**src/rtl/adc_rx_pkg.sv**
```systemverilog
`default_nettype none

package adc_rx_pkg;

    localparam int SAMPLE_W = 14;
    localparam int WORD_W   = 32;
    localparam int CNT_W    = 24;
    localparam int DLY_W    = 8;   // delay memory has 2**DLY_W entries
    localparam int FIFO_AW  = 4;   // 16 words

    // configuration levels, held stable during a recording
    typedef struct packed {
        logic                start_with_sync;
        logic                en_ex_trigger;
        logic                en_threshold;
        logic                single_data;
        logic [CNT_W-1:0]    data_cnt;      // 0 = record forever
        logic [DLY_W-1:0]    sample_dly;
        logic [SAMPLE_W-1:0] threshold;
    } adc_rx_cfg_t;

    typedef struct packed {
        logic active;   // record window open
        logic first;    // first sample of a recording
        logic phase;    // second sample of a pair
    } adc_rec_t;

    typedef struct packed {
        logic [0:0]          header_id;
        logic [1:0]          adc_id;
        logic                mark;
        logic [13:0]         pad;
        logic [SAMPLE_W-1:0] sample;
    } adc_single_t;

    typedef struct packed {
        logic [0:0]          header_id;
        logic [1:0]          adc_id;
        logic                sync;   // sync of the older sample
        logic [SAMPLE_W-1:0] older;
        logic [SAMPLE_W-1:0] newer;
    } adc_pair_t;

    // one output word, layout depends on single_data
    typedef union packed {
        adc_single_t single;
        adc_pair_t   pair;
    } adc_word_u;

endpackage

`default_nettype wire

```
**src/rtl/adc_record_ctrl.sv**
```systemverilog
`timescale 1ns/100ps
`default_nettype none

module adc_record_ctrl (
    input  wire                          ADC_ENC,
    input  wire                          rst_adc_sync,
    input  wire adc_rx_pkg::adc_rx_cfg_t cfg,
    input  wire                          start,
    input  wire                          adc_sync,
    input  wire                          adc_trigger,
    input  wire                          thr_hit,
    output adc_rx_pkg::adc_rec_t         rec,
    output logic                         done
);
    import adc_rx_pkg::*;

    logic             sync_q;
    logic             sync_rise;
    logic             sync_wait;
    logic             start_evt;
    logic             finished;
    logic             go;
    logic             active;
    logic             phase_q;
    logic [CNT_W-1:0] rec_cnt;

    always_ff @(posedge ADC_ENC) begin
        if (rst_adc_sync) begin
            sync_q <= 1'b0;
        end else begin
            sync_q <= adc_sync;
        end
    end

    assign sync_rise = adc_sync & ~sync_q;

    // armed by start, released by the next sync edge
    always_ff @(posedge ADC_ENC) begin
        if (rst_adc_sync) begin
            sync_wait <= 1'b0;
        end else if (start) begin
            sync_wait <= 1'b1;
        end else if (sync_rise) begin
            sync_wait <= 1'b0;
        end
    end

    assign start_evt = (cfg.start_with_sync ? (sync_wait & sync_rise) : start)
                     | (cfg.en_ex_trigger & adc_trigger)
                     | (cfg.en_threshold & thr_hit);

    assign finished = (cfg.data_cnt != '0) && (rec_cnt > cfg.data_cnt);
    assign go       = start_evt && (rec_cnt == '0 || finished);

    always_ff @(posedge ADC_ENC) begin
        if (rst_adc_sync) begin
            rec_cnt <= '0;
        end else if (go) begin
            rec_cnt <= CNT_W'(1);
        end else if (rec_cnt != '0 && rec_cnt != '1 && !finished) begin
            rec_cnt <= rec_cnt + 1'b1;   // holds at all ones when forever
        end
    end

    assign active = (rec_cnt != '0) && (cfg.data_cnt == '0 || rec_cnt <= cfg.data_cnt);

    always_ff @(posedge ADC_ENC) begin
        if (rst_adc_sync || go) begin
            phase_q <= 1'b0;
        end else if (active) begin
            phase_q <= ~phase_q;
        end
    end

    always_ff @(posedge ADC_ENC) begin
        if (rst_adc_sync) begin
            done <= 1'b1;
        end else if (start || go) begin
            done <= 1'b0;
        end else if (active && cfg.data_cnt != '0 && rec_cnt == cfg.data_cnt) begin
            done <= 1'b1;   // last sample this cycle
        end
    end

    assign rec.active = active;
    assign rec.first  = rec_cnt == CNT_W'(1);
    assign rec.phase  = active & phase_q;

    a_no_done_while_active : assert property (
        @(posedge ADC_ENC) disable iff (rst_adc_sync) !(rec.active && done));

endmodule

`default_nettype wire

```
**src/rtl/adc_rx_top.sv**
```systemverilog
`timescale 1ns/100ps
`default_nettype none

module adc_rx_top #(
    parameter logic [0:0] HEADER_ID = 1'b0,
    parameter logic [1:0] ADC_ID    = 2'd0
) (
    input  wire                              ADC_ENC,
    input  wire                              rst_adc_sync,
    input  wire  [adc_rx_pkg::SAMPLE_W-1:0]  adc_in,
    input  wire                              adc_sync,
    input  wire                              adc_trigger,
    input  wire                              start,
    input  wire adc_rx_pkg::adc_rx_cfg_t     cfg,
    input  wire                              fifo_read,
    output logic [adc_rx_pkg::WORD_W-1:0]    fifo_data,
    output logic                             fifo_empty,
    output logic [7:0]                       lost_count,
    output logic                             done
);
    import adc_rx_pkg::*;

    logic [SAMPLE_W-1:0] sample_dly;
    logic                thr_hit;
    adc_rec_t            rec;
    logic                wr;
    adc_word_u           word;

    adc_sample_delay u_adc_sample_delay (
        .ADC_ENC      (ADC_ENC),
        .rst_adc_sync (rst_adc_sync),
        .cfg          (cfg),
        .adc_in       (adc_in),
        .sample_dly   (sample_dly),
        .thr_hit      (thr_hit)
    );

    adc_record_ctrl u_adc_record_ctrl (
        .ADC_ENC      (ADC_ENC),
        .rst_adc_sync (rst_adc_sync),
        .cfg          (cfg),
        .start        (start),
        .adc_sync     (adc_sync),
        .adc_trigger  (adc_trigger),
        .thr_hit      (thr_hit),
        .rec          (rec),
        .done         (done)
    );

    adc_word_pack #(
        .HEADER_ID (HEADER_ID),
        .ADC_ID    (ADC_ID)
    ) u_adc_word_pack (
        .ADC_ENC    (ADC_ENC),
        .cfg        (cfg),
        .rec        (rec),
        .sample_dly (sample_dly),
        .adc_sync   (adc_sync),
        .wr         (wr),
        .word       (word)
    );

    adc_sample_fifo u_adc_sample_fifo (
        .ADC_ENC      (ADC_ENC),
        .rst_adc_sync (rst_adc_sync),
        .wr           (wr),
        .word         (word),
        .fifo_read    (fifo_read),
        .fifo_data    (fifo_data),
        .fifo_empty   (fifo_empty),
        .lost_count   (lost_count)
    );

endmodule

`default_nettype wire

```
**src/rtl/adc_sample_delay.sv**
```systemverilog
`timescale 1ns/100ps
`default_nettype none

module adc_sample_delay (
    input  wire                                ADC_ENC,
    input  wire                                rst_adc_sync,
    input  wire adc_rx_pkg::adc_rx_cfg_t       cfg,
    input  wire  [adc_rx_pkg::SAMPLE_W-1:0]    adc_in,
    output logic [adc_rx_pkg::SAMPLE_W-1:0]    sample_dly,
    output logic                               thr_hit
);
    import adc_rx_pkg::*;

    logic [SAMPLE_W-1:0] dly_mem [0:(1<<DLY_W)-1];
    logic [DLY_W-1:0]    wr_addr;
    logic [DLY_W-1:0]    rd_addr;
    logic [SAMPLE_W-1:0] rd_q;

    always_ff @(posedge ADC_ENC) begin
        if (rst_adc_sync) begin
            wr_addr <= '0;
        end else begin
            wr_addr <= wr_addr + 1'b1;
        end
    end

    always_ff @(posedge ADC_ENC) begin
        dly_mem[wr_addr] <= adc_in;
    end

    // read register adds one cycle, so look one entry closer to the write side
    assign rd_addr = wr_addr - cfg.sample_dly + 1'b1;

    always_ff @(posedge ADC_ENC) begin
        if (cfg.sample_dly == DLY_W'(1)) begin
            rd_q <= adc_in;   // entry is being written this cycle
        end else begin
            rd_q <= dly_mem[rd_addr];
        end
    end

    always_comb begin
        if (cfg.sample_dly == '0) begin
            sample_dly = adc_in;   // no delay, direct path
        end else begin
            sample_dly = rd_q;
        end
    end

    assign thr_hit = sample_dly < cfg.threshold;

endmodule

`default_nettype wire

```
**src/rtl/adc_sample_fifo.sv**
```systemverilog
`timescale 1ns/100ps
`default_nettype none

module adc_sample_fifo (
    input  wire                              ADC_ENC,
    input  wire                              rst_adc_sync,
    input  wire                              wr,
    input  wire adc_rx_pkg::adc_word_u       word,
    input  wire                              fifo_read,
    output logic [adc_rx_pkg::WORD_W-1:0]    fifo_data,
    output logic                             fifo_empty,
    output logic [7:0]                       lost_count
);
    import adc_rx_pkg::*;

    logic [WORD_W-1:0] mem [0:(1<<FIFO_AW)-1];
    logic [FIFO_AW:0]  wr_ptr;   // msb is the wrap bit
    logic [FIFO_AW:0]  rd_ptr;
    logic              full;
    logic              push;
    logic              pop;

    assign fifo_empty = wr_ptr == rd_ptr;
    assign full       = (wr_ptr[FIFO_AW] != rd_ptr[FIFO_AW])
                     && (wr_ptr[FIFO_AW-1:0] == rd_ptr[FIFO_AW-1:0]);
    assign push       = wr & ~full;
    assign pop        = fifo_read & ~fifo_empty;

    always_ff @(posedge ADC_ENC) begin
        if (push) begin
            mem[wr_ptr[FIFO_AW-1:0]] <= word;
        end
    end

    assign fifo_data = mem[rd_ptr[FIFO_AW-1:0]];   // head word, fall-through

    always_ff @(posedge ADC_ENC) begin
        if (rst_adc_sync) begin
            wr_ptr <= '0;
            rd_ptr <= '0;
        end else begin
            if (push) wr_ptr <= wr_ptr + 1'b1;
            if (pop) rd_ptr <= rd_ptr + 1'b1;
        end
    end

    always_ff @(posedge ADC_ENC) begin
        if (rst_adc_sync) begin
            lost_count <= '0;
        end else if (wr && full && lost_count != 8'hff) begin
            lost_count <= lost_count + 1'b1;   // saturates
        end
    end

    a_no_pop_when_empty : assert property (
        @(posedge ADC_ENC) disable iff (rst_adc_sync) fifo_empty |=> $stable(rd_ptr));

endmodule

`default_nettype wire

```
**src/rtl/adc_word_pack.sv**
```systemverilog
`timescale 1ns/100ps
`default_nettype none

module adc_word_pack #(
    parameter logic [0:0] HEADER_ID = 1'b0,
    parameter logic [1:0] ADC_ID    = 2'd0
) (
    input  wire                              ADC_ENC,
    input  wire adc_rx_pkg::adc_rx_cfg_t     cfg,
    input  wire adc_rx_pkg::adc_rec_t        rec,
    input  wire  [adc_rx_pkg::SAMPLE_W-1:0]  sample_dly,
    input  wire                              adc_sync,
    output logic                             wr,
    output adc_rx_pkg::adc_word_u            word
);
    import adc_rx_pkg::*;

    logic [SAMPLE_W-1:0] prev_sample;
    logic                prev_sync;

    always_ff @(posedge ADC_ENC) begin
        prev_sample <= sample_dly;
        prev_sync   <= adc_sync;
    end

    always_comb begin
        if (cfg.single_data) begin
            word.single.header_id = HEADER_ID;
            word.single.adc_id    = ADC_ID;
            // trigger modes flag the first sample, otherwise pass sync through
            if (cfg.en_ex_trigger || cfg.en_threshold) begin
                word.single.mark = rec.first;
            end else begin
                word.single.mark = adc_sync;
            end
            word.single.pad    = '0;
            word.single.sample = sample_dly;
            wr = rec.active;
        end else begin
            word.pair.header_id = HEADER_ID;
            word.pair.adc_id    = ADC_ID;
            word.pair.sync      = prev_sync;
            word.pair.older     = prev_sample;
            word.pair.newer     = sample_dly;
            wr = rec.active & rec.phase;   // every second sample
        end
    end

    // a pair word never carries a sample from outside the window
    a_wr_in_window : assert property (
        @(posedge ADC_ENC) wr |-> rec.active && (cfg.single_data || $past(rec.active)));

endmodule

`default_nettype wire

```
**config.mk**
```make
export PLATFORM = sky130hd
export DESIGN_NAME = adc_rx_top
export DESIGN_NICKNAME = d
export VERILOG_FILES = /design/src/rtl/adc_rx_pkg.sv /design/src/rtl/adc_record_ctrl.sv /design/src/rtl/adc_rx_top.sv /design/src/rtl/adc_sample_delay.sv /design/src/rtl/adc_sample_fifo.sv /design/src/rtl/adc_word_pack.sv
export SDC_FILE = /design/constraint.sdc
export NUM_CORES = 2
export LEC_CHECK = 0
export BUFFER_PORTS_ARGS = -buffer_cell sky130_fd_sc_hd__buf_4
export CELL_PAD_IN_SITES_DETAIL_PLACEMENT = 0
export CELL_PAD_IN_SITES_GLOBAL_PLACEMENT = 2
export CORE_MARGIN = 2
export CORE_UTILIZATION = 46
export CTS_CLUSTER_SIZE = 40
export DETAILED_ROUTE_END_ITERATION = 10
export PLACE_DENSITY_LB_ADDON = 0.1
export SYNTH_ARGS = -nofsm -noshare
export SYNTH_HDL_FRONTEND = slang
export SYNTH_HIERARCHICAL = 1
export SYNTH_SLANG_ARGS = --single-unit
```
**constraint.sdc**
```tcl
create_clock -name ADC_ENC -period 4.55 [get_ports ADC_ENC]
set_input_delay 0.2275 -clock ADC_ENC [delete_from_list [all_inputs] [get_ports ADC_ENC]]
set_output_delay 0.2275 -clock ADC_ENC [all_outputs]
set_load 0.01 [all_outputs]
```
==> results by group <==
Status
  – Status: complete, but fails checks
  – Failing checks: max-slew violations

Synth
  – Main flop type after synthesis: edfxtp_1
  – Post-synth EDFFs: 4096
  – Share of the synthesized area in the top cell type: 75.3%
  – Post-synthesis cell area: 163000 µm²
  – Synth async-reset ratio: 0%
  – Post-Syn Instances: 7541
  – Synth area leader: edfxtp_1
  – Yosys reg bits: 4183
  – YS warnings: 6
  – Sequential fraction of the synthesis area: 76.3%
  – Syn_area_per_cell: 21.7 µm²
  – Synth unique cells: 94
  – Ranking of synthesized cells by area: edfxtp_1 75%, mux4_2 15%, dfxtp_1 1.1%

Drt
  – Wire per inst: 35.1 µm
  – Vias per inst: 6.12
  – WL final: 476000 µm
  – Detailed-route via count: 82952
  – TritonRoute pass-1 iters: 6
  – Antenna Nets Post-Route: 0
  – DRC: 0
  – Initial DRC count: 10195

Clock tree
  – Clock Sink Count: 4183
  – Total CTS buffers: 438
  – Worst-path clk slew: 60 ps
  – CTS tree: built
  – H-tree levels: 5
  – Worst-case clock buffer depth: 4
  – Worst skew pair latency: 1030 ps
  – CTS root buf: clkbuf_16

Timing
  – Final period util: 97.1%
  – Clock skew: 62.8 ps
  – Tmin final: 4420 ps
  – Worst slew pin tran: 1680 ps
  – Final worst slack: 130 ps
  – RSZ-0062 raised after global routing: no
  – Slew headroom: -12.1%
  – Final setup viols: 0
  – Max frequency: 226 MHz
  – Fin. Hold Viols: 0
  – Max Slew Vio Count: 97

Placement
  – IO buf count: 111
  – Post-DP HPWL: 305000 µm
  – Dpl ws: -340 ps
  – GP Congestion: 0.899

Setup path
  – RR Endpoint: u_adc_sample_delay/rd_q[11]$_DFF_P_
  – CP max FO: 20
  – Crit path to: u_adc_sample_delay/rd_q[11]$_DFF_P_
  – Reg2Reg Depth: 15
  – Setup crit start: u_adc_sample_delay/wr_addr[1]$_SDFF_PP0_
  – Critical path arrival: 5290 ps
  – CP Class: reg -> reg
  – R2r setup slk: 130 ps
  – R2r startpoint: u_adc_sample_delay/wr_addr[1]$_SDFF_PP0_
  – CP startpoint kind: register
  – CP Data Required Time: 5420 ps
  – Critical Path Sink Type: register

Pwr
  – Power Density: 484 nW/µm²
  – Sequential share of power: 47.3%
  – Clock Power Share: 37.6%
  – Psw: 0.0235 W
  – Combinational Power Share: 15.2%
  – Lkg Pwr: 60.5 nW
  – Internal Power: 0.0680 W
  – Sw Ratio: 25.7%
  – Peak VDD IR: 437 µV

Floorplanning
  – Die width: 600 µm
  – Core Rows: 218
  – Die area: 360000 µm²
  – Core Region: 353000 µm²
  – Chip Height: 600 µm
  – Initial Util: 46.3%
  – Ports: 112

Min path
  – WHS Path Cells: 3
  – Hold Crit Class: in -> reg

Layout
  – Fin util: 53.6%
  – Share of layout cells above drive strength 1: 30.4%
  – Final Net Count: 8577
  – Synthesis-to-finish area growth: 15.8%
  – Commonest non-fill, non-tap cell in the layout: edfxtp_1
  – Most frequent cells in the layout: 4096 x edfxtp_1, 1104 x mux4_2, 749 x buf_4

GRT
  – GRT overflow: 0
  – Global-route wire length before repair: 663000 µm
  – Initial antenna violation count: 21
  – Number of global-route vias before repair: 82753
  – Total GRT Usage: 26.5%
  – Largest net degree at the start of global routing: 194

Run
  – Total of max-cap violations: 0
==> kinds of logic after synthesis <==
family	synth area share, %
compound gates	1.82
xor+xnor	0.133
fa+ha+maj	0.495
buf+inv	1.69
flops	76.3
mux	16.5
other cells	0.00229
simple gates	3.02
==> per-stage QoR <==
stage / total power [W] / hold WS, ps / std cells / instance area (µm²) / setup TNS [ps]
final: 0.0915 / 82.2 / 13549 / 189000 / 0
after global routing: 0.0942 / 66.0 / 13542 / 189000 / 0
after CTS: 0.0922 / 13.7 / 13536 / 189000 / 0
after detailed placement: 0.0580 / 359 / 12697 / 175000 / -8200
after global placement: 0.0579 / 353 / 12697 / 175000 / -11820
after floorplan: 0.0514 / 255 / 7543 / 163000 / 0
==> flip-flops by register name (all words and copies together), names as in the netlist, 8 cells and up, named ones only <==
signal                        flops
u_adc_sample_delay/dly_mem     3584
u_adc_sample_fifo/mem           512
u_adc_record_ctrl/rec_cnt        24
u_adc_sample_delay/rd_q          14
u_adc_word_pack/prev_sample      14
u_adc_sample_delay/wr_addr        8
u_adc_sample_fifo/lost_count      8
==> cell usage after synthesis, types with 8 or more instances <==
| cell | instances |
|---|---|
| mux4_2 | 1104 |
| nand4_1 | 52 |
| o2111ai_1 | 20 |
| a211oi_1 | 22 |
| and3_1 | 53 |
| or3_1 | 9 |
| buf_1 | 37 |
| buf_2 | 105 |
| dfxtp_1 | 87 |
| a21o_1 | 8 |
| a221oi_1 | 11 |
| nand3_1 | 133 |
| ha_1 | 63 |
| clkbuf_1 | 148 |
| mux2_2 | 23 |
| inv_1 | 71 |
| a311oi_1 | 11 |
| nor4_1 | 26 |
| nor2_1 | 317 |
| o31ai_1 | 19 |
| buf_4 | 118 |
| a31oi_1 | 29 |
| a32oi_1 | 36 |
| nor2b_1 | 31 |
| nor3_1 | 21 |
| xor2_1 | 8 |
| a21oi_1 | 65 |
| or4_1 | 20 |
| edfxtp_1 | 4096 |
| o211ai_1 | 14 |
| xnor2_1 | 10 |
| and2_1 | 9 |
| nand2_1 | 363 |
| o21ai_0 | 42 |
| a22oi_1 | 41 |
| a211o_1 | 8 |
| o21ai_1 | 8 |
| buf_6 | 32 |
| o311ai_0 | 9 |
| and4_1 | 12 |
| mux4_1 | 24 |
| mux2i_1 | 125 |
==> metal layers <==
| metal | up-vias | part of all wire (%) | GRT usage (%) |
|---|---|---|---|
| met5 | - | 0.0080 | 0 |
| met4 | 6 | 3.3 | 8.09 |
| met3 | 626 | 7.4 | 4.25 |
| met2 | 3408 | 48 | 42.3 |
| met1 | 45359 | 41 | 37.8 |
| li1 | 33553 | - | - |
==> worst max-delay path, cell delays in order (launching register included) <==
cell and delay (ps):
dfxtp_1 370, inv_1 110, ha_1 290, inv_1 90, ha_4 150, inv_1 60, fa_4 510, buf_4 180
xor2_4 220, buf_12 270, buf_12 260, mux4_2 600, o21ai_0 680, nand3_1 190, nand3_1 140, nand3_1 80
==> power groups by stage <==
stage | sequential [W] | clock, W | combinational [W]
final | 0.0433 | 0.0344 | 0.0139
after global routing | 0.0433 | 0.0365 | 0.0145
after CTS | 0.0433 | 0.0350 | 0.0140
after detailed placement | 0.0441 | 0 | 0.0139
after global placement | 0.0441 | 0 | 0.0138
after floorplan | 0.0438 | 0 | 0.00757
==> timing repair <==
| item | in CTS | in global routing |
|---|---|---|
| setup endpoints to repair | 0 | 3 |
| setup buffers | 0 | 3 |
| gates resized for setup | 0 | 1 |
| hold buffers | 33 | 0 |
| hold endpoints to repair | 814 | 0 |
==> cell type report <==
cell class / instances / area, µm²
fillers: 27362 / 164000
flip-flops and latches: 4183 / 125000
multi-input cells: 2845 / 36200
clock buffers: 544 / 11500
repair buffers: 903 / 8310
well taps: 4730 / 5920
clock inverters: 262 / 2190
inverters: 72 / 272
diodes: 10 / 25.0
==> worst min path at each step <==
stage                  start                                  end  slack [ps]
global placement    adc_sync    u_adc_word_pack/prev_sync$_DFF_P_         350
CTS                 adc_sync  u_adc_record_ctrl/sync_q$_SDFF_PP0_          10
finish              adc_sync  u_adc_record_ctrl/sync_q$_SDFF_PP0_          80
global route        adc_sync  u_adc_record_ctrl/sync_q$_SDFF_PP0_          70
floorplan           adc_sync    u_adc_word_pack/prev_sync$_DFF_P_         260
detailed placement  adc_sync    u_adc_word_pack/prev_sync$_DFF_P_         360
Note: power is estimated with default switching activity, not from simulation.
